File: src/source/rvc_pkg.sv
package rvc_pkg;

    //////////////////////////////////////////////////
    // compressed instruction views
    //////////////////////////////////////////////////

    // CR/CI/CSS layout with full 5-bit register fields.
    typedef struct packed {
        logic [2:0] funct3;   // bits 15:13.
        logic       bit12;
        logic [4:0] rd;       // bits 11:7, also rs1 for CR and CI.
        logic [4:0] rs2;      // bits 6:2.
        logic [1:0] quadrant;
    } cfull_t;

    // CIW/CL/CS/CA/CB layout with 3-bit prime register fields.
    typedef struct packed {
        logic [2:0] funct3;
        logic       bit12;
        logic [1:0] sub;      // bits 11:10 pick the quadrant 1 ALU group.
        logic [2:0] rd_p;     // bits 9:7.
        logic [1:0] op2;      // bits 6:5 pick the CA operation.
        logic [2:0] rs2_p;    // bits 4:2.
        logic [1:0] quadrant;
    } cprime_t;

    typedef union packed {
        logic [15:0] raw;
        cfull_t      full;
        cprime_t     prime;
    } cinstr_t;

    //////////////////////////////////////////////////
    // expanded instruction
    //////////////////////////////////////////////////

    // R-type field layout. The other formats overlay their immediates on it.
    typedef struct packed {
        logic [6:0] funct7;
        logic [4:0] rs2;
        logic [4:0] rs1;
        logic [2:0] funct3;
        logic [4:0] rd;
        logic [6:0] opcode;
    } instr_t;

    typedef struct packed {
        instr_t instr;
        logic   illegal;
    } expand_result_t;

    typedef enum logic [6:0] {
        OP_IMM = 7'b0010011,
        OP     = 7'b0110011,
        LOAD   = 7'b0000011,
        STORE  = 7'b0100011,
        LUI    = 7'b0110111,
        JALR   = 7'b1100111,
        SYSTEM = 7'b1110011
    } opcode_e;

    //////////////////////////////////////////////////
    // funct fields and registers
    //////////////////////////////////////////////////

    localparam logic [2:0] F3_ADD_SUB = 3'b000;
    localparam logic [2:0] F3_SLL     = 3'b001;
    localparam logic [2:0] F3_LW_SW   = 3'b010;
    localparam logic [2:0] F3_XOR     = 3'b100;
    localparam logic [2:0] F3_SRL_SRA = 3'b101;
    localparam logic [2:0] F3_OR      = 3'b110;
    localparam logic [2:0] F3_AND     = 3'b111;

    localparam logic [6:0] F7_ALT = 7'b0100000; // SUB and SRAI.

    localparam logic [4:0] REG_ZERO = 5'd0;
    localparam logic [4:0] REG_RA   = 5'd1;
    localparam logic [4:0] REG_SP   = 5'd2;

    // prime registers cover x8 to x15.
    function automatic logic [4:0] prime_reg(input logic [2:0] preg);
        return {2'b01, preg};
    endfunction

endpackage
File: src/source/rvc_expander.sv
`timescale 1ns/1ps

module rvc_expander import rvc_pkg::*; (
    input  logic           clk_i,
    input  logic           rst_n_i,
    input  logic           valid_i,
    input  cinstr_t        cinstr_i,
    output logic           valid_o,
    output expand_result_t result_o
);

    expand_result_t q0_result;
    expand_result_t q1_result;
    expand_result_t q2_result;

    // all three decoders see every halfword. The stage picks one.
    rvc_quadrant0 rvc_quadrant0_i (
        .cinstr_i (cinstr_i),
        .result_o (q0_result)
    );

    rvc_quadrant1 rvc_quadrant1_i (
        .cinstr_i (cinstr_i),
        .result_o (q1_result)
    );

    rvc_quadrant2 rvc_quadrant2_i (
        .cinstr_i (cinstr_i),
        .result_o (q2_result)
    );

    rvc_expand_stage rvc_expand_stage_i (
        .clk_i       (clk_i),
        .rst_n_i     (rst_n_i),
        .valid_i     (valid_i),
        .cinstr_i    (cinstr_i),
        .q0_result_i (q0_result),
        .q1_result_i (q1_result),
        .q2_result_i (q2_result),
        .valid_o     (valid_o),
        .result_o    (result_o)
    );

endmodule

File: src/source/rvc_expand_stage.sv
`timescale 1ns/1ps

module rvc_expand_stage import rvc_pkg::*; (
    input  logic           clk_i,
    input  logic           rst_n_i,
    input  logic           valid_i,
    input  cinstr_t        cinstr_i,
    input  expand_result_t q0_result_i,
    input  expand_result_t q1_result_i,
    input  expand_result_t q2_result_i,
    output logic           valid_o,
    output expand_result_t result_o
);

    expand_result_t selected;
    expand_result_t cleaned;

    //////////////////////////////////////////////////
    // quadrant select
    //////////////////////////////////////////////////

    always_comb begin
        case (cinstr_i.full.quadrant)
            2'b00: selected = q0_result_i;
            2'b01: selected = q1_result_i;
            2'b10: selected = q2_result_i;
            default: begin
                // a full 32-bit instruction should never reach this unit.
                selected.instr   = '0;
                selected.illegal = 1'b1;
            end
        endcase
    end

    always_comb begin
        cleaned = selected;
        if (selected.illegal) begin
            cleaned.instr = '0; // no partial expansion leaks downstream.
        end
    end

    //////////////////////////////////////////////////
    // output register
    //////////////////////////////////////////////////

    always_ff @(posedge clk_i) begin
        if (!rst_n_i) begin
            valid_o  <= 1'b0;
            result_o <= '0;
        end else begin
            valid_o <= valid_i;
            if (valid_i) begin
                result_o <= cleaned; // holds across bubbles.
            end
        end
    end

endmodule

File: src/source/rvc_quadrant2.sv
`timescale 1ns/1ps

module rvc_quadrant2 import rvc_pkg::*; (
    input  cinstr_t        cinstr_i,
    output expand_result_t result_o
);

    logic [5:0] shamt;
    logic [7:0] lwsp_imm;
    logic [7:0] swsp_imm;
    logic       rd_zero;
    logic       rs2_zero;

    assign shamt    = {cinstr_i.raw[12], cinstr_i.raw[6:2]};
    assign lwsp_imm = {cinstr_i.raw[3:2], cinstr_i.raw[12], cinstr_i.raw[6:4], 2'b00};
    assign swsp_imm = {cinstr_i.raw[8:7], cinstr_i.raw[12:9], 2'b00};
    assign rd_zero  = (cinstr_i.full.rd == REG_ZERO);
    assign rs2_zero = (cinstr_i.full.rs2 == REG_ZERO);

    always_comb begin
        result_o = '0;

        case (cinstr_i.full.funct3)
            3'b000: begin // C.SLLI.
                result_o.instr.rs2    = shamt[4:0];
                result_o.instr.rs1    = cinstr_i.full.rd;
                result_o.instr.funct3 = F3_SLL;
                result_o.instr.rd     = cinstr_i.full.rd;
                result_o.instr.opcode = OP_IMM;
                result_o.illegal      = shamt[5];
            end

            3'b010: begin // C.LWSP.
                {result_o.instr.funct7, result_o.instr.rs2} = {4'b0, lwsp_imm};
                result_o.instr.rs1    = REG_SP;
                result_o.instr.funct3 = F3_LW_SW;
                result_o.instr.rd     = cinstr_i.full.rd;
                result_o.instr.opcode = LOAD;
                result_o.illegal      = rd_zero;
            end

            3'b110: begin // C.SWSP.
                {result_o.instr.funct7, result_o.instr.rd} = {4'b0, swsp_imm};
                result_o.instr.rs2    = cinstr_i.full.rs2;
                result_o.instr.rs1    = REG_SP;
                result_o.instr.funct3 = F3_LW_SW;
                result_o.instr.opcode = STORE;
            end

            3'b100: begin
                if (!cinstr_i.full.bit12) begin
                    if (rs2_zero) begin // C.JR is jalr x0, 0(rs1).
                        result_o.instr.rs1    = cinstr_i.full.rd;
                        result_o.instr.rd     = REG_ZERO;
                        result_o.instr.opcode = JALR;
                        result_o.illegal      = rd_zero;
                    end else begin // C.MV is add rd, x0, rs2.
                        result_o.instr.rs2    = cinstr_i.full.rs2;
                        result_o.instr.rs1    = REG_ZERO;
                        result_o.instr.funct3 = F3_ADD_SUB;
                        result_o.instr.rd     = cinstr_i.full.rd;
                        result_o.instr.opcode = OP;
                    end
                end else if (rs2_zero) begin
                    if (rd_zero) begin
                        result_o.instr.rs2    = 5'd1; // imm = 1 marks ebreak.
                        result_o.instr.opcode = SYSTEM;
                    end else begin // C.JALR links through ra.
                        result_o.instr.rs1    = cinstr_i.full.rd;
                        result_o.instr.rd     = REG_RA;
                        result_o.instr.opcode = JALR;
                    end
                end else begin // C.ADD.
                    result_o.instr.rs2    = cinstr_i.full.rs2;
                    result_o.instr.rs1    = cinstr_i.full.rd;
                    result_o.instr.funct3 = F3_ADD_SUB;
                    result_o.instr.rd     = cinstr_i.full.rd;
                    result_o.instr.opcode = OP;
                end
            end

            default: result_o.illegal = 1'b1;
        endcase
    end

endmodule

File: src/source/rvc_quadrant1.sv
`timescale 1ns/1ps

module rvc_quadrant1 import rvc_pkg::*; (
    input  cinstr_t        cinstr_i,
    output expand_result_t result_o
);

    logic [5:0]  ci_imm;
    logic [11:0] ci_simm;
    logic [9:0]  addi16sp_imm;
    logic [19:0] lui_imm;
    logic [4:0]  rd_prime;

    assign ci_imm  = {cinstr_i.raw[12], cinstr_i.raw[6:2]};
    assign ci_simm = {{6{ci_imm[5]}}, ci_imm};

    // nzimm[9] in bit 12, nzimm[4|6|8:7|5] in bits 6:2.
    assign addi16sp_imm = {cinstr_i.raw[12], cinstr_i.raw[4:3], cinstr_i.raw[5],
                           cinstr_i.raw[2], cinstr_i.raw[6], 4'b0000};

    assign lui_imm  = {{14{ci_imm[5]}}, ci_imm}; // nzimm[17:12] sign extended.
    assign rd_prime = prime_reg(cinstr_i.prime.rd_p);

    always_comb begin
        result_o = '0;

        case (cinstr_i.full.funct3)
            3'b000: begin // C.NOP and C.ADDI.
                {result_o.instr.funct7, result_o.instr.rs2} = ci_simm;
                result_o.instr.rs1    = cinstr_i.full.rd;
                result_o.instr.funct3 = F3_ADD_SUB;
                result_o.instr.rd     = cinstr_i.full.rd;
                result_o.instr.opcode = OP_IMM;
            end

            3'b010: begin // C.LI.
                {result_o.instr.funct7, result_o.instr.rs2} = ci_simm;
                result_o.instr.rs1    = REG_ZERO;
                result_o.instr.funct3 = F3_ADD_SUB;
                result_o.instr.rd     = cinstr_i.full.rd;
                result_o.instr.opcode = OP_IMM;
            end

            3'b011: begin
                if (cinstr_i.full.rd == REG_SP) begin // C.ADDI16SP.
                    {result_o.instr.funct7, result_o.instr.rs2} =
                        {{2{addi16sp_imm[9]}}, addi16sp_imm};
                    result_o.instr.rs1    = REG_SP;
                    result_o.instr.funct3 = F3_ADD_SUB;
                    result_o.instr.rd     = REG_SP;
                    result_o.instr.opcode = OP_IMM;
                    result_o.illegal      = (addi16sp_imm == '0);
                end else begin // C.LUI.
                    {result_o.instr.funct7, result_o.instr.rs2,
                     result_o.instr.rs1, result_o.instr.funct3} = lui_imm;
                    result_o.instr.rd     = cinstr_i.full.rd;
                    result_o.instr.opcode = LUI;
                    result_o.illegal      = (ci_imm == '0);
                end
            end

            3'b100: begin
                result_o.instr.rs1 = rd_prime;
                result_o.instr.rd  = rd_prime;

                case (cinstr_i.prime.sub)
                    2'b00: begin // C.SRLI.
                        result_o.instr.funct7 = '0;
                        result_o.instr.rs2    = ci_imm[4:0];
                        result_o.instr.funct3 = F3_SRL_SRA;
                        result_o.instr.opcode = OP_IMM;
                        result_o.illegal      = cinstr_i.raw[12]; // shamt[5] on RV32.
                    end

                    2'b01: begin // C.SRAI.
                        result_o.instr.funct7 = F7_ALT;
                        result_o.instr.rs2    = ci_imm[4:0];
                        result_o.instr.funct3 = F3_SRL_SRA;
                        result_o.instr.opcode = OP_IMM;
                        result_o.illegal      = cinstr_i.raw[12];
                    end

                    2'b10: begin // C.ANDI.
                        {result_o.instr.funct7, result_o.instr.rs2} = ci_simm;
                        result_o.instr.funct3 = F3_AND;
                        result_o.instr.opcode = OP_IMM;
                    end

                    default: begin
                        result_o.instr.rs2    = prime_reg(cinstr_i.prime.rs2_p);
                        result_o.instr.opcode = OP;

                        case (cinstr_i.prime.op2)
                            2'b00: begin // C.SUB.
                                result_o.instr.funct7 = F7_ALT;
                                result_o.instr.funct3 = F3_ADD_SUB;
                            end
                            2'b01: result_o.instr.funct3 = F3_XOR;
                            2'b10: result_o.instr.funct3 = F3_OR;
                            default: result_o.instr.funct3 = F3_AND;
                        endcase

                        // bit 12 set selects the RV64 word forms.
                        result_o.illegal = cinstr_i.prime.bit12;
                    end
                endcase
            end

            // C.JAL, C.J, C.BEQZ and C.BNEZ are not expanded here.
            default: result_o.illegal = 1'b1;
        endcase
    end

endmodule

File: src/source/rvc_quadrant0.sv
`timescale 1ns/1ps

module rvc_quadrant0 import rvc_pkg::*; (
    input  cinstr_t        cinstr_i,
    output expand_result_t result_o
);

    logic [9:0] addi4spn_imm;
    logic [6:0] word_imm;

    // nzuimm[5:4|9:6|2|3] sits in bits 12:5.
    assign addi4spn_imm = {cinstr_i.raw[10:7], cinstr_i.raw[12:11],
                           cinstr_i.raw[5], cinstr_i.raw[6], 2'b00};

    // uimm[5:3] in 12:10, uimm[2] in bit 6, uimm[6] in bit 5.
    assign word_imm = {cinstr_i.raw[5], cinstr_i.raw[12:10], cinstr_i.raw[6], 2'b00};

    always_comb begin
        result_o = '0;

        case (cinstr_i.prime.funct3)
            3'b000: begin // C.ADDI4SPN becomes addi rd', sp, nzuimm.
                {result_o.instr.funct7, result_o.instr.rs2} = {2'b00, addi4spn_imm};
                result_o.instr.rs1    = REG_SP;
                result_o.instr.funct3 = F3_ADD_SUB;
                result_o.instr.rd     = prime_reg(cinstr_i.prime.rs2_p);
                result_o.instr.opcode = OP_IMM;
                // also catches the all-zero halfword.
                result_o.illegal      = (addi4spn_imm == '0);
            end

            3'b010: begin // C.LW.
                {result_o.instr.funct7, result_o.instr.rs2} = {5'b0, word_imm};
                result_o.instr.rs1    = prime_reg(cinstr_i.prime.rd_p);
                result_o.instr.funct3 = F3_LW_SW;
                result_o.instr.rd     = prime_reg(cinstr_i.prime.rs2_p);
                result_o.instr.opcode = LOAD;
            end

            3'b110: begin // C.SW.
                {result_o.instr.funct7, result_o.instr.rd} = {5'b0, word_imm};
                result_o.instr.rs2    = prime_reg(cinstr_i.prime.rs2_p);
                result_o.instr.rs1    = prime_reg(cinstr_i.prime.rd_p);
                result_o.instr.funct3 = F3_LW_SW;
                result_o.instr.opcode = STORE;
            end

            // floating point loads and stores and the reserved slot.
            default: result_o.illegal = 1'b1;
        endcase
    end

endmodule

File: config.mk
export PLATFORM = sky130hd
export DESIGN_NAME = rvc_expander
export DESIGN_NICKNAME = d
export VERILOG_FILES = /design/src/source/rvc_pkg.sv /design/src/source/rvc_expander.sv /design/src/source/rvc_expand_stage.sv /design/src/source/rvc_quadrant2.sv /design/src/source/rvc_quadrant1.sv /design/src/source/rvc_quadrant0.sv
export SDC_FILE = /design/constraint.sdc
export NUM_CORES = 1
export LEC_CHECK = 0
export BUFFER_PORTS_ARGS = -buffer_cell sky130_fd_sc_hd__buf_2
export CAP_MARGIN = 25
export CORE_AREA = 3 3 86 104
export DETAILED_ROUTE_END_ITERATION = 10
export DIE_AREA = 0 0 89 107
export GPL_TIMING_DRIVEN = 0
export MAX_ROUTING_LAYER = met4
export PLACE_DENSITY = 0.65
export SYNTH_ARGS = -nofsm -noshare
export SYNTH_HDL_FRONTEND = slang
export SYNTH_HIERARCHICAL = 1
export SYNTH_SLANG_ARGS = --single-unit
File: constraint.sdc
create_clock -name clk_i -period 2.55 [get_ports clk_i]
set_clock_uncertainty 0.05 [all_clocks]
set_input_delay 0 -clock clk_i [delete_from_list [all_inputs] [get_ports clk_i]]
set_output_delay 0 -clock clk_i [all_outputs]
set_load 0.005 [all_outputs]
# Word-level counts from Yosys, hierarchy flattened
# Cells that the tools add are included.
[totals]
reg_bits = 34
elab_cells = 60
[classes]
n_eq_ne = 11
reduce_logical = 13
n_mux = 28
[op_table]
columns = ["operator", "count"]
rows = [
  ["32-bit one-hot mux with 4 select lines", 1],
  ["25-bit one-hot mux with 4 select lines", 1],
  ["33-bit one-hot mux with 3 select lines", 1],
  ["30-bit one-hot mux with 3 select lines", 1],
  ["12-bit one-hot mux with 3 select lines", 1],
  ["32-bit 2-to-1 mux", 1],
  ["30-bit 2-to-1 mux", 1],
  ["25-bit 2-to-1 mux", 1],
  ["12-bit 2-to-1 mux", 2],
  ["10-bit zero test", 2],
  ["5-bit 2-to-1 mux", 4],
  ["6-bit 2-to-1 mux", 2],
  ["3-bit one-hot mux with 2 select lines", 2],
  ["5-bit zero test", 2],
  ["10-bit 2-to-1 mux", 1],
  ["3-bit one-hot mux with 3 select lines", 1],
  ["2-bit by 1-bit equality test with 1-bit output, second input constant", 3],
  ["2-bit equality test, second input constant", 3],
  ["3-bit by 2-bit equality test with 1-bit output, second input constant", 2],
  ["3-bit equality test, second input constant", 2],
  ["2-bit zero test", 3],
  ["6-bit zero test", 1],
  ["2-bit OR reduction", 3],
  ["5-bit by 2-bit equality test with 1-bit output, second input constant", 1],
  ["other kinds (6)", 10],
]

# Longest topological paths before layout
# Gate-level depths: netlist (run 1).
[depth]
word_depth = 7
ltp_mapped = 9
mapped_depth_nobuf = 6

# Hierarchy
# The synthesis (run 1) kept the hierarchy.
[by_module_without_submodules]
columns = ["module", "area_per_inst_um2", "seq_area_each_um2", "cells_each", "n_inst"]
rows = [
  ["rvc_expand_stage", 2303.5, 680.7, 234, 1],
  ["rvc_quadrant1", 540.5, 0.0, 84, 1],
  ["rvc_quadrant2", 386.6, 0.0, 64, 1],
  ["rvc_quadrant0", 312.8, 0.0, 49, 1],
]

# Worst setup path before layout (run 1)
# OpenSTA, ideal clock, no wires.
[synth_path]
path_kind = "input -> register"
startpoint = "input port cinstr_i[5] (netlist name)"
endpoint = "register, netlist name rvc_expand_stage_i/result_o[16]"
arrival_time_ns = 1.792
n_path_buf = 1
path_stages = 7
path_slack_ns = 0.576
path_cell_list = "or4_4 > or4_1 > o21ai_1 > mux2i_4 > buf_6 > a221oi_1 > nor3_1"
[synth_rtl]
columns = ["element", "line_no", "source"]
rows = [
  ["start: declaration", "rvc_expander.sv:7", "input cinstr_t cinstr_i,"],
]

==> impl_summary.log, run 1 <==
[metrics] site row count: 36
[metrics] Seq/Total Area, Yosys: 19.2%
[metrics] critical hold path startpoint: cinstr_i[0]
[metrics] via count of the first global-routing pass: 3554
[metrics] H-tree levels: 2
[metrics] DRT Wirelength: 11.7 mm
[metrics] insertion delay of the later-clocked pin in the worst-skew pair: 0.30 ns
[metrics] Critical Path, Cell by Cell: buf_2 > or4_4 > or4_1 > o21ai_1 > mux2i_4 > buf_6 > a221oi_1 > nor3_1
[metrics] peak supply drop: 0.000192 V
[metrics] synthesized flop and latch total: 34
[metrics] launch point of the critical path: cinstr_i[5]
[metrics] final setup slack of the worst path: 0.407 ns
[metrics] synth unique cells: 57
[metrics] via total after detailed routing: 3777
[metrics] required arrival time at the worst endpoint: 2.67 ns
[metrics] Die Outline Area: 9520 um2
[metrics] actual slew at the worst max-slew pin: 0.793 ns
[metrics] clock period minus worst slack: 2.14 ns
[metrics] count of pins on the block boundary: 53
[metrics] post-place instance area: 3970 um2
[metrics] worst max-slew margin expressed relative to the limit: 47.1%
[metrics] parity-gate share of the synthesized area counting xor and xnor cells: 0%
[metrics] part of the power in registers: 34.3%
[metrics] combinational group share of total power: 32.1%
[metrics] Post-synth EDFFs: 0
[metrics] TritonCTS clock tree: built
[metrics] routed len/inst: 19.5 um
[metrics] ratio of total power to cell area: 388 nW/um2
[metrics] worst reg2reg startpoint: rvc_expand_stage_i/result_o[2]$_SDFFE_PN0P_
[metrics] count of antenna diodes in the layout: 0
[metrics] synthesized-area fraction occupied by ao, oa, aoi and oai cells: 28.2%
[metrics] count of unresolved DRC violations after routing: 0
[metrics] detailed placer's ending HPWL: 8.17 mm
[metrics] start-to-end type of the worst setup path: in2reg
[metrics] first-pass GRT wire length: 18.4 mm
[metrics] most common cell after layout, fill and taps aside: buf_2
[metrics] main flop type after synthesis: dfxtp_1
[metrics] leakage power of the design: 0.00179 uW
[metrics] Worst-path clk slew: 0.08 ns
[metrics] Post-CTS Setup Inserts: 0
[metrics] CTS-repair resized insts: 0
[metrics] total number of yosys warnings: 6
[metrics] number of port buffers: 51
[metrics] largest net degree at the start of global routing: 18
[metrics] share of synthesized registers carrying an async set or reset: 0%
[metrics] filler cell count in the final layout: 810
[metrics] Max Fclk: 0.467 GHz
[metrics] total congestion overflow after global routing: 0
[metrics] antenna violations before repair: 0
[metrics] layout-stage area growth over the synthesis result: 15.4%
[metrics] Max-cap violations: 0
[metrics] outcome: finished clean
[metrics] portion of the clock cycle consumed by the worst path in the final layout: 84.0%
[metrics] Initial Util: 43.9%
[metrics] adder and majority cell fraction of the synthesized area: 0%
[metrics] net switching share of the total power: 32.5%
[metrics] DR iter-0 viols: 288
[metrics] number of vias per cell after detailed routing: 6.32
[metrics] Core Util, Final: 50.7%
[metrics] count of mapped cells out of synthesis: 431
[metrics] post-route standard cell area excluding fillers: 4090 um2
[metrics] first drt pass iteration count: 5
[metrics] Post-Synthesis Mean Instance Area: 8.22 um2
[metrics] max-slew violation total from the final report: 0
[metrics] slowest cell on the critical path: or4_4
[metrics] top cell family by delay on the critical path: simple AND/OR/NAND/NOR gates
[metrics] # nets final: 522
[metrics] Setup crit start kind: input port
[metrics] weighted congestion at the end of routability-driven global placement: 0.972
[metrics] synthesized-area fraction occupied by and/or/nand/nor cells: 27.8%
[metrics] type of the worst min-delay path: in2reg
[metrics] number of hold-repair buffers added at the cts stage: 1
[metrics] clock power share: 33.6%
[metrics] # setup viols final: 0
[metrics] horizontal die dimension: 89 um
[metrics] worst-path maximum fanout: 13
[metrics] root buf cell: clkbuf_8
[metrics] P_sw: 515 uW
[metrics] post-placement worst setup slack: 0.146 ns
[metrics] Total Negative Setup Slacks: 0 ns
[metrics] internal cell power: 1070 uW
[metrics] hold violation total from the final report: 0
[metrics] Placed Cells: 590
[metrics] multiplexer fraction of the synthesized cell area: 11.4%
[metrics] kind of capture point of the worst setup path: register
[metrics] signal arrival time at the worst endpoint: 2.26 ns
[metrics] fin cells: 598
[metrics] Mapped Area: 3540 um2
[metrics] number of nets with antenna violations after routing: 0
[metrics] overall die height: 107 um
[metrics] Inserted Clock Buffers: 5
[metrics] share of layout cells above drive strength 1: 30.0%
[metrics] global routing usage summed across all routing layers: 25.3%
[metrics] most frequent cells in the layout: buf_2, a221oi_1, nor3_1, dfxtp_1
[metrics] Max stage delay on crit path: 0.57 ns
[metrics] Sinks on Clock Net: 34
[metrics] number of buffer and inverter instances along the worst setup path: 2
[metrics] unrepaired setup endpoints after global routing: no
[metrics] main combinational cell family by area after synthesis: compound AO/OA/AOI/OAI gates
[metrics] area of the core region: 8060 um2
[metrics] number of buffers on the longest clock path: 2
==> state kept, by name (all words and copies together), names as in the netlist <==
name,flops
rvc_expand_stage_i/result_o,33
rvc_expand_stage_i/valid_o,1
==> logic make-up (layout without fill, tap and decap cells) <==
group | count (synthesis) | in the layout
other cells | 3 | 16
buf+inv | 74 | 133
compound gates | 120 | 120
simple gates | 165 | 165
mux | 35 | 35
flops | 34 | 34
==> worst register-to-register path, stage by stage (launching register included) <==
cell and delay [ns]:
dfxtp_1 0.31, and2b_1 0.16, a221oi_1 0.27, nor3_1 0.09
==> synth_stat cells (2+ instances only) <==
library cell / number / area [um2]
a221oi_1: 58 / 508
nor3_1: 35 / 175
dfxtp_1: 34 / 681
buf_4: 27 / 203
mux2_2: 27 / 304
nor2b_1: 21 / 131
and2_1: 20 / 125
and2b_1: 19 / 143
nand2_1: 19 / 71.3
clkbuf_1: 17 / 63.8
a21oi_1: 13 / 65.1
buf_2: 12 / 60.1
nor2_1: 10 / 37.5
o21ai_0: 10 / 50.1
buf_6: 9 / 101
inv_1: 8 / 30.0
nand2b_1: 8 / 50.1
a221oi_2: 7 / 105
and3_1: 7 / 43.8
nor3b_1: 6 / 45.0
mux2_1: 5 / 56.3
nor4_1: 5 / 31.3
a311o_1: 4 / 40.0
nand3_1: 4 / 20.0
a22o_1: 3 / 26.3
conb_1: 3 / 11.3
o2bb2ai_1: 3 / 26.3
a211o_1: 2 / 17.5
a21o_1: 2 / 15.0
a31oi_1: 2 / 12.5
mux2i_1: 2 / 20.0
o21a_1: 2 / 15.0
o21ai_1: 2 / 10.0
o21bai_1: 2 / 15.0
==> worst paths after layout <==
check                           depth (start not counted)  slack (ns)                                           end
worst max register to register                          3        1.54   rvc_expand_stage_i/result_o[2]$_SDFFE_PN0P_
worst max-delay path                                    8        0.41   rvc_expand_stage_i/result_o[2]$_SDFFE_PN0P_
worst min register to register                          1        0.44   rvc_expand_stage_i/result_o[0]$_SDFFE_PN0P_
worst min-delay path                                    4        0.16  rvc_expand_stage_i/result_o[28]$_SDFFE_PN0P_
==> layer usage <==
metal  track usage [%]  wire length [um]  up-vias
met5                 -                 0        -
met4              10.2               393        0
met3              4.30               974       29
met2              38.0              5340      212
met1              33.5              4940     1787
li1                  -                 -     1749
==> through the flow <==
stage | hold slack (ns) | power (uW)
global route | 0.250 | 1660
detailed placement | 0.204 | 1050
CTS | 0.168 | 1590
finish | 0.163 | 1590
global placement | 0.189 | 1040
floorplan | 0.0773 | 907
==> power groups by stage <==
stage / clock network [uW] / registers (uW) / logic, uW
floorplan: 0 / 558 / 349
global placement: 0 / 557 / 488
detailed placement: 0 / 557 / 493
CTS: 546 / 545 / 497
global route: 566 / 546 / 547
finish: 532 / 545 / 508
==> layout make-up <==
type                    instances  area (um2)  area share (%)
clock inverters                 1        30.0           0.734
flip-flops and latches         34         681            16.6
plain buffers                  65         428            10.5
repair buffers                 52         265            6.49
inverters                       9        33.8           0.826
clock buffers                   6        82.6            2.02
well taps                      95         119            2.91
multi-input cells             336        2450            59.9
(Power assumes the default switching activity.)
==> inputs of run 2 (changes only) <==
- ABC_AREA: default -> 1
- CORE_AREA: 3 3 86 104 -> 3 3 80 97
- DIE_AREA: 0 0 89 107 -> 0 0 83 100
- PLACE_DENSITY: 0.65 -> 0.68
- clock period: 2.55 -> 1.9 ns (I/O delays scaled with it)
==> impl_summary.log, run 2 <==
[metrics] register bank with the most flops: rvc_expand_stage_i/result_o (unchanged)
[metrics] cell types occupying the most area after synthesis: nand2_1, dfxtp_1, nand3_1 (was dfxtp_1, a221oi_1, mux2_2)
[metrics] filler cell count in the final layout: 751 (was 810)
[metrics] dominant cell by count in the synthesized netlist: nand2_1 (was a221oi_1)
[metrics] worst reg2reg startpoint: rvc_expand_stage_i/result_o[5]$_SDFFE_PN0P_ (was rvc_expand_stage_i/result_o[2]$_SDFFE_PN0P_)
[metrics] weighted congestion at the end of routability-driven global placement: 0.991 (was 0.972)
[metrics] Initial Util: 44.4% (was 43.9%)
[metrics] share of synthesized registers carrying an async set or reset: 0% (unchanged)
[metrics] outcome: finished clean (unchanged)
[metrics] Sinks on Clock Net: 34 (unchanged)
[metrics] area used by multi-input combinational logic: 1920 um2 (was 2450 um2)
[metrics] total congestion overflow after global routing: 0 (unchanged)
[metrics] area of the core region: 6850 um2 (was 8060 um2)
[metrics] count of pins on the block boundary: 53 (unchanged)
[metrics] start-to-end type of the worst setup path: in2reg (unchanged)
[metrics] # setup viols final: 0 (unchanged)
[metrics] detailed placer's ending HPWL: 8.37 mm (was 8.17 mm)
[metrics] first drt pass iteration count: 5 (unchanged)
[metrics] share of layout cells above drive strength 1: 22.9% (was 30.0%)
[metrics] required arrival time at the worst endpoint: 2.06 ns (was 2.67 ns)
[metrics] area fraction of the dominant cell type after synthesis: 25.9% (was 19.2%)
[metrics] number of flip-flops in the largest register: 33 (unchanged)
[metrics] launch point of the critical path: cinstr_i[13] (was cinstr_i[5])
[metrics] number of vias per cell after detailed routing: 5.07 (was 6.32)
[metrics] # nets final: 635 (was 522)
[metrics] via total after detailed routing: 3569 (was 3777)
[metrics] most frequent cells in the layout: nand2_1, buf_2, nand3_1, inv_1 (was buf_2, a221oi_1, nor3_1, dfxtp_1)
[metrics] Seq/Total Area, Yosys: 22.4% (was 19.2%)
[metrics] type of the worst min-delay path: in2reg (unchanged)
[metrics] via count of the first global-routing pass: 3319 (was 3554)
[metrics] root buf cell: clkbuf_8 (unchanged)
[metrics] global routing usage summed across all routing layers: 26.0% (was 25.3%)
[metrics] number of nets with antenna violations after routing: 0 (unchanged)
[metrics] Post-Synthesis Mean Instance Area: 5.63 um2 (was 8.22 um2)
[metrics] hold violation total from the final report: 0 (unchanged)
[metrics] highest signal layer in the routed design: met4 (unchanged)
[metrics] horizontal die dimension: 83 um (was 89 um)
[metrics] critical hold path startpoint: cinstr_i[0] (unchanged)
[metrics] Inserted Clock Buffers: 5 (unchanged)
[metrics] Mapped Area: 3040 um2 (was 3540 um2)
[metrics] footprint of the flip-flops and latches: 681 um2 (unchanged)
[metrics] largest registers in the final layout: rvc_expand_stage_i/result_o x33, rvc_expand_stage_i/valid_o x1 (unchanged)
[metrics] synth unique cells: 30 (was 57)
[metrics] signal arrival time at the worst endpoint: 1.86 ns (was 2.26 ns)
[metrics] Max Fclk: 0.588 GHz
[metrics] DR iter-0 viols: 272 (was 288)
[metrics] detailed route wirelength on metal2: 5.00 mm (was 5.34 mm)
[metrics] total length of routed met3 wires: 612 um (was 974 um)
[metrics] leakage power of the design: 0.00183 uW (was 0.00179 uW)
[metrics] worst-path maximum fanout: 10 (was 13)
[metrics] kind of capture point of the worst setup path: register (unchanged)
[metrics] site row count: 33 (was 36)
[metrics] first-pass GRT wire length: 16.8 mm (was 18.4 mm)
[metrics] Post-synth EDFFs: 0 (unchanged)
[metrics] Max-cap violations: 0 (unchanged)
[metrics] count of mapped cells out of synthesis: 541 (was 431)
[metrics] insertion delay of the later-clocked pin in the worst-skew pair: 0.28 ns (was 0.30 ns)
[metrics] unrepaired setup endpoints after global routing: no (unchanged)
[metrics] reg-to-reg slack, setup: 1.22 ns (was 1.54 ns)
[metrics] count of unresolved DRC violations after routing: 0 (unchanged)
[metrics] peak supply drop: 0.000267 V (was 0.000192 V)
[metrics] fin cells: 704 (was 598)
[metrics] count of antenna diodes in the layout: 0 (unchanged)
[metrics] most common cell after layout, fill and taps aside: nand2_1 (was buf_2)
[metrics] synthesized flop and latch total: 34 (unchanged)
[metrics] H-tree levels: 2 (unchanged)
[metrics] leading area contributor after synthesis: nand2_1 (was dfxtp_1)
[metrics] Die Outline Area: 8300 um2 (was 9520 um2)
[metrics] Placed Cells: 693 (was 590)
[metrics] leading cell types by count after synthesis: nand2_1, nand3_1, inv_1, nor2_1, a21oi_1 (was a221oi_1, nor3_1, dfxtp_1)
[metrics] routed len/inst: 14.9 um (was 19.5 um)
[metrics] number of buffers on the longest clock path: 2 (unchanged)
[metrics] clock period minus worst slack: 1.70 ns
[metrics] total number of yosys warnings: 6 (unchanged)
[metrics] Routed met1 length: 4.45 mm (was 4.94 mm)
[metrics] DRT Wirelength: 10.5 mm (was 11.7 mm)
[metrics] Setup crit start kind: input port (unchanged)
[metrics] largest net degree at the start of global routing: 13 (was 18)
[metrics] number of port buffers: 52 (was 51)
[metrics] layout-stage area growth over the synthesis result: 18.2% (was 15.4%)
[metrics] portion of the clock cycle consumed by the worst path in the final layout: 89.5%
[metrics] ratio of total power to cell area: 507 nW/um2 (was 388 nW/um2)
[metrics] Worst-path clk slew: 0.07 ns (was 0.08 ns)
[metrics] max-slew violation total from the final report: 0 (unchanged)
[metrics] antenna violations before repair: 0 (unchanged)
[metrics] TritonCTS clock tree: built (unchanged)
[metrics] main flop type after synthesis: dfxtp_1 (unchanged)
[metrics] overall die height: 100 um (was 107 um)
[metrics] post-layout total power: 1820 uW (was 1590 uW)
-- run 2: cell count changes after synthesis, sizes merged, moves of 9 or more --
| cell | delta |
|---|---|
| inv | +51 |
| clkbuf | -9 |
| nor2 | +43 |
| nand2 | +195 |
| a221oi | -65 |
| a21oi | +30 |
| nand3 | +47 |
| buf | -14 |
| nor2b | -22 |
| and2b | -19 |
| and2 | -20 |
| mux2 | -32 |
| nor3 | -30 |
-- run 2: path summary, 6_finish.rpt --
path | depth (start not counted) | endpoint
max | 13 | rvc_expand_stage_i/result_o[21]$_SDFFE_PN0P_
min reg2reg | 2 | rvc_expand_stage_i/result_o[11]$_SDFFE_PN0P_
max reg2reg | 2 | rvc_expand_stage_i/result_o[5]$_SDFFE_PN0P_
min | 6 | rvc_expand_stage_i/result_o[28]$_SDFFE_PN0P_
-- run 2: layout make-up --
class                   count  share of cell area (%)
well taps                  87                    3.03
repair buffers             55                    8.07
inverters                  60                    6.33
clock buffers               6                    2.30
clock inverters             2                   0.348
plain buffers              42                    7.65
multi-input cells         418                    53.4
flip-flops and latches     34                    18.9
-- run 2: kinds of logic after synthesis --
kind of cell    synth area share [%]
compound gates                  12.9
buf+inv                         16.5
flops                           22.4
other cells                    0.370
simple gates                    47.8
-- run 2: repair_timing --
| item | CTS | global route |
|---|---|---|
| gates resized for setup | 1 | 2 |
| hold buffers | 3 | 0 |
| endpoints found under the setup margin | 5 | 29 |
| endpoints found under the hold margin | 4 | 0 |
| setup buffers | 0 | 0 |
-- run 2: power breakdown --
part | internal, uW | total (uW) | leakage, uW | switching, uW
Combinational | 178 | 529 | 0.00151 | 351
Sequential | 731 | 739 | 0.000275 | 8.10
Clock | 291 | 554 | 0.0000472 | 263
-- run 2: worst max-delay path, stage by stage --
cell and delay, ns:
buf_2 0.16, nor2_2 0.19, inv_1 0.14, nand2_2 0.16, inv_1 0.13, a21oi_1 0.13, nand2_1 0.11, o21ai_0 0.16
nand2_1 0.11, nor2_4 0.16, buf_4 0.20, nand2_1 0.07, a21oi_1 0.12
-- run 2: per-stage QoR --
step           setup WS (ns)  utilization (%)  area (um2)  hold slack [ns]  TNS (ns)
5_1_grt              0.00994             52.5        3600            0.203         0
3_3_place_gp          -0.252             50.5        3460            0.158     -6.78
2_1_floorplan          0.462                -        3090           0.0435         0
3_5_place_dp          -0.300             50.5        3460            0.159     -8.19
6_report               0.199             52.5        3600            0.185         0
4_1_cts               0.0914             52.4        3590            0.166         0
-- run 2: per-layer routing --
layer / up-vias / track usage (%)
met3: 31 / 3.37
met1: 1587 / 30.4
met4: 0 / 12.2
met5: - / -
met2: 137 / 44.3
li1: 1814 / -
==> inputs of run 3 (changes only) <==
- ABC_AREA: 1 -> 0
- CORE_AREA: 3 3 80 97 -> 3 3 86 104
- DIE_AREA: 0 0 83 100 -> 0 0 89 107
- PLACE_DENSITY: 0.68 -> 0.67
==> impl_summary.log, run 3 (synthesized netlist as in run 1, its figures left out) <==
[metrics] top cell family by delay on the critical path: simple AND/OR/NAND/NOR gates (unchanged)
[metrics] actual slew at the worst max-slew pin: 0.737 ns
[metrics] Worst-path clk slew: 0.08 ns (was 0.07 ns)
[metrics] area of the core region: 8060 um2 (was 6850 um2)
[metrics] required arrival time at the worst endpoint: 2.02 ns (was 2.06 ns)
[metrics] Total Negative Setup Slacks: -0.0443 ns (was 0 ns)
[metrics] violations in the final reports: negative setup slack
[metrics] count of unresolved DRC violations after routing: 0 (unchanged)
[metrics] Sinks on Clock Net: 34 (unchanged)
[metrics] number of flip-flops in the largest register: 33 (unchanged)
[metrics] area used by multi-input combinational logic: 2670 um2 (was 1920 um2)
[metrics] detailed placer's ending HPWL: 8.82 mm (was 8.37 mm)
[metrics] Max Fclk: 0.520 GHz (was 0.588 GHz)
[metrics] via count of the first global-routing pass: 3677 (was 3319)
[metrics] routed len/inst: 20.8 um (was 14.9 um)
[metrics] footprint of the flip-flops and latches: 681 um2 (unchanged)
[metrics] # setup viols final: 5 (was 0)
[metrics] post-place instance area: 4120 um2 (was 3460 um2)
[metrics] ratio of total power to cell area: 479 nW/um2 (was 507 nW/um2)
[metrics] filler cell count in the final layout: 795 (was 751)
[metrics] post-placement worst setup slack: -0.476 ns (was -0.300 ns)
[metrics] site row count: 36 (was 33)
[metrics] internal cell power: 1370 uW (was 1200 uW)
[metrics] number of buffers on the longest clock path: 2 (unchanged)
[metrics] Initial Util: 43.9% (was 44.4%)
[metrics] register bank with the most flops: rvc_expand_stage_i/result_o (unchanged)
[metrics] root buf cell: clkbuf_8 (unchanged)
[metrics] start-to-end type of the worst setup path: in2reg (unchanged)
[metrics] post-layout total power: 2110 uW (was 1820 uW)
[metrics] combinational group share of total power: 37.6% (was 29.0%)
[metrics] peak supply drop: 0.000414 V (was 0.000267 V)
[metrics] slowest cell on the critical path: or4_4 (was buf_4)
[metrics] count of antenna diodes in the layout: 0 (unchanged)
[metrics] largest net degree at the start of global routing: 24 (was 13)
[metrics] Critical Path, Cell by Cell: buf_12 > or4_4 > or4_4 > o21ai_4 > mux2i_4 > buf_6 > a221oi_2 > nor3_2 (was buf_2 > nor2_2 > inv_1 > nand2_2 > inv_1 > a21oi_1 > nand2_1 > o21ai_0 > nand2_1 > nor2_4 > buf_4 > nand2_1 > a21oi_1)
[metrics] Max stage delay on crit path: 0.55 ns (was 0.20 ns)
[metrics] most common cell after layout, fill and taps aside: buf_2 (was nand2_1)
[metrics] library cell appearing most often on the critical path: or4_4 (was nand2_1)
[metrics] unrepaired setup endpoints after global routing: yes (was no)
[metrics] number of port buffers: 51 (was 52)
[metrics] Inserted Clock Buffers: 5 (unchanged)
[metrics] leakage power of the design: 0.00191 uW (was 0.00183 uW)
[metrics] DRT Wirelength: 12.6 mm (was 10.5 mm)
[metrics] H-tree levels: 2 (unchanged)
[metrics] share of layout cells above drive strength 1: 38.1% (was 22.9%)
[metrics] number of buffer and inverter instances along the worst setup path: 2 (was 4)
[metrics] via total after detailed routing: 3836 (was 3569)
[metrics] total congestion overflow after global routing: 0 (unchanged)
[metrics] TritonCTS clock tree: built (unchanged)
[metrics] max-slew violation total from the final report: 0 (unchanged)
[metrics] first-pass GRT wire length: 19.4 mm (was 16.8 mm)
[metrics] largest registers in the final layout: rvc_expand_stage_i/result_o x33, rvc_expand_stage_i/valid_o x1 (unchanged)
[metrics] worst max-slew margin expressed relative to the limit: 50.9%
[metrics] count of pins on the block boundary: 53 (unchanged)
[metrics] Die Outline Area: 9520 um2 (was 8300 um2)
[metrics] weighted congestion at the end of routability-driven global placement: 0.970 (was 0.991)
[metrics] insertion delay of the later-clocked pin in the worst-skew pair: 0.30 ns (was 0.28 ns)
[metrics] kind of capture point of the worst setup path: register (unchanged)
[metrics] overall die height: 107 um (was 100 um)
[metrics] type of the worst min-delay path: in2reg (unchanged)
[metrics] outcome: finished with violations (was finished clean)
[metrics] part of the power in registers: 34.6% (was 40.6%)
[metrics] P_sw: 748 uW (was 622 uW)
[metrics] final setup slack of the worst path: -0.0235 ns (was 0.199 ns)
[metrics] antenna violations before repair: 0 (unchanged)
[metrics] signal arrival time at the worst endpoint: 2.04 ns (was 1.86 ns)
[metrics] post-route standard cell area excluding fillers: 4410 um2 (was 3600 um2)
[metrics] horizontal die dimension: 89 um (was 83 um)
[metrics] number of nets with antenna violations after routing: 0 (unchanged)
[metrics] Max-cap violations: 0 (unchanged)
[metrics] most frequent cells in the layout: buf_2, dfxtp_1, buf_4, a221oi_2, nor3_1 (was nand2_1, buf_2, nand3_1, inv_1)
[metrics] # nets final: 530 (was 635)
[metrics] first drt pass iteration count: 5 (unchanged)
[metrics] global routing usage summed across all routing layers: 27.0% (was 26.0%)
[metrics] worst slack on hold paths: 0.163 ns (was 0.185 ns)
[metrics] number of vias per cell after detailed routing: 6.32 (was 5.07)
[metrics] net switching share of the total power: 35.4% (was 34.1%)
[metrics] DR iter-0 viols: 291 (was 272)
[metrics] layout-stage area growth over the synthesis result: 24.5% (was 18.2%)
[metrics] portion of the clock cycle consumed by the worst path in the final layout: 101% (was 89.5%)
[metrics] clock power share: 27.8% (was 30.4%)
[metrics] clock period minus worst slack: 1.92 ns (was 1.70 ns)
[metrics] hold violation total from the final report: 0 (unchanged)
[metrics] Setup crit start kind: input port (unchanged)
[metrics] worst-path maximum fanout: 7 (was 10)
## run 3: cell types whose count changed in the layout (fill, tap and decap cells not counted), sizes merged, moves of 19 or more
cell / before / now
nand2: 214 / 19
a221oi: 0 / 65
inv: 60 / 9
nand3: 51 / 4
nor2: 55 / 12
mux2: 0 / 32
a21oi: 44 / 14
nor3: 6 / 36
nor2b: 0 / 22
buf: 86 / 107
and2: 0 / 20
and2b: 0 / 19
## run 3: path summary, 6_finish.rpt
| path | startpoint | endpoint | slack (ns) | depth (start not counted) |
|---|---|---|---|---|
| worst min-delay path | cinstr_i[4] | rvc_expand_stage_i/result_o[23]$_SDFFE_PN0P_ | 0.16 | 5 |
| worst min register to register | rvc_expand_stage_i/result_o[0]$_SDFFE_PN0P_ | rvc_expand_stage_i/result_o[0]$_SDFFE_PN0P_ | 0.44 | 1 |
| worst max register to register | rvc_expand_stage_i/result_o[31]$_SDFFE_PN0P_ | rvc_expand_stage_i/result_o[31]$_SDFFE_PN0P_ | 0.90 | 3 |
| worst max-delay path | cinstr_i[3] | rvc_expand_stage_i/result_o[31]$_SDFFE_PN0P_ | -0.02 | 8 |
## run 3: final cells by class
type                            instances  share of cell area (%)
Timing Repair Buffer                   60                    8.26
Sequential cell                        34                    15.4
Inverter                                9                   0.766
Buffer                                 64                    10.2
Clock inverter                          2                   0.284
Tap cell                               95                    2.70
Clock buffer                            6                    1.87
Multi-Input combinational cell        337                    60.5
## run 3: worst reg2reg max path: stages (launching register included)
cell	delay [ns]
dfxtp_1	0.31
nor2b_1	0.14
a221oi_1	0.28
nor3_2	0.08
## run 3: per-stage QoR
step / instances / util (%)
floorplan: 444 / -
global placement: 590 / 51.1
detailed placement: 590 / 51.1
CTS: 603 / 53.6
global route: 607 / 54.7
finish: 607 / 54.7
## run 3: repair_timing
action | in CTS | in global routing
setup endpoints to repair | 30 | 32
cloned | 4 | 1
hold buffers | 1 | 0
buffers inserted | 1 | 3
gates resized for setup | 15 | 26
pin swaps | 5 | 7
hold endpoints to repair | 2 | 0
## run 3: layer usage
layer	up-vias	global-route usage (%)	share of wire [%]
met5	-	-	0
met4	0	11.5	3.8
li1	1768	-	-
met3	43	4.30	5.9
met1	1858	33.8	43
met2	167	42.8	48
## run 3: power groups by stage
| stage | Clock, uW | Combinational [uW] | Sequential, uW |
|---|---|---|---|
| after floorplan | 0 | 512 | 749 |
| after global placement | 0 | 706 | 747 |
| after detailed placement | 0 | 713 | 748 |
| after CTS | 608 | 750 | 731 |
| after global routing | 630 | 844 | 732 |
| final | 587 | 795 | 731 |
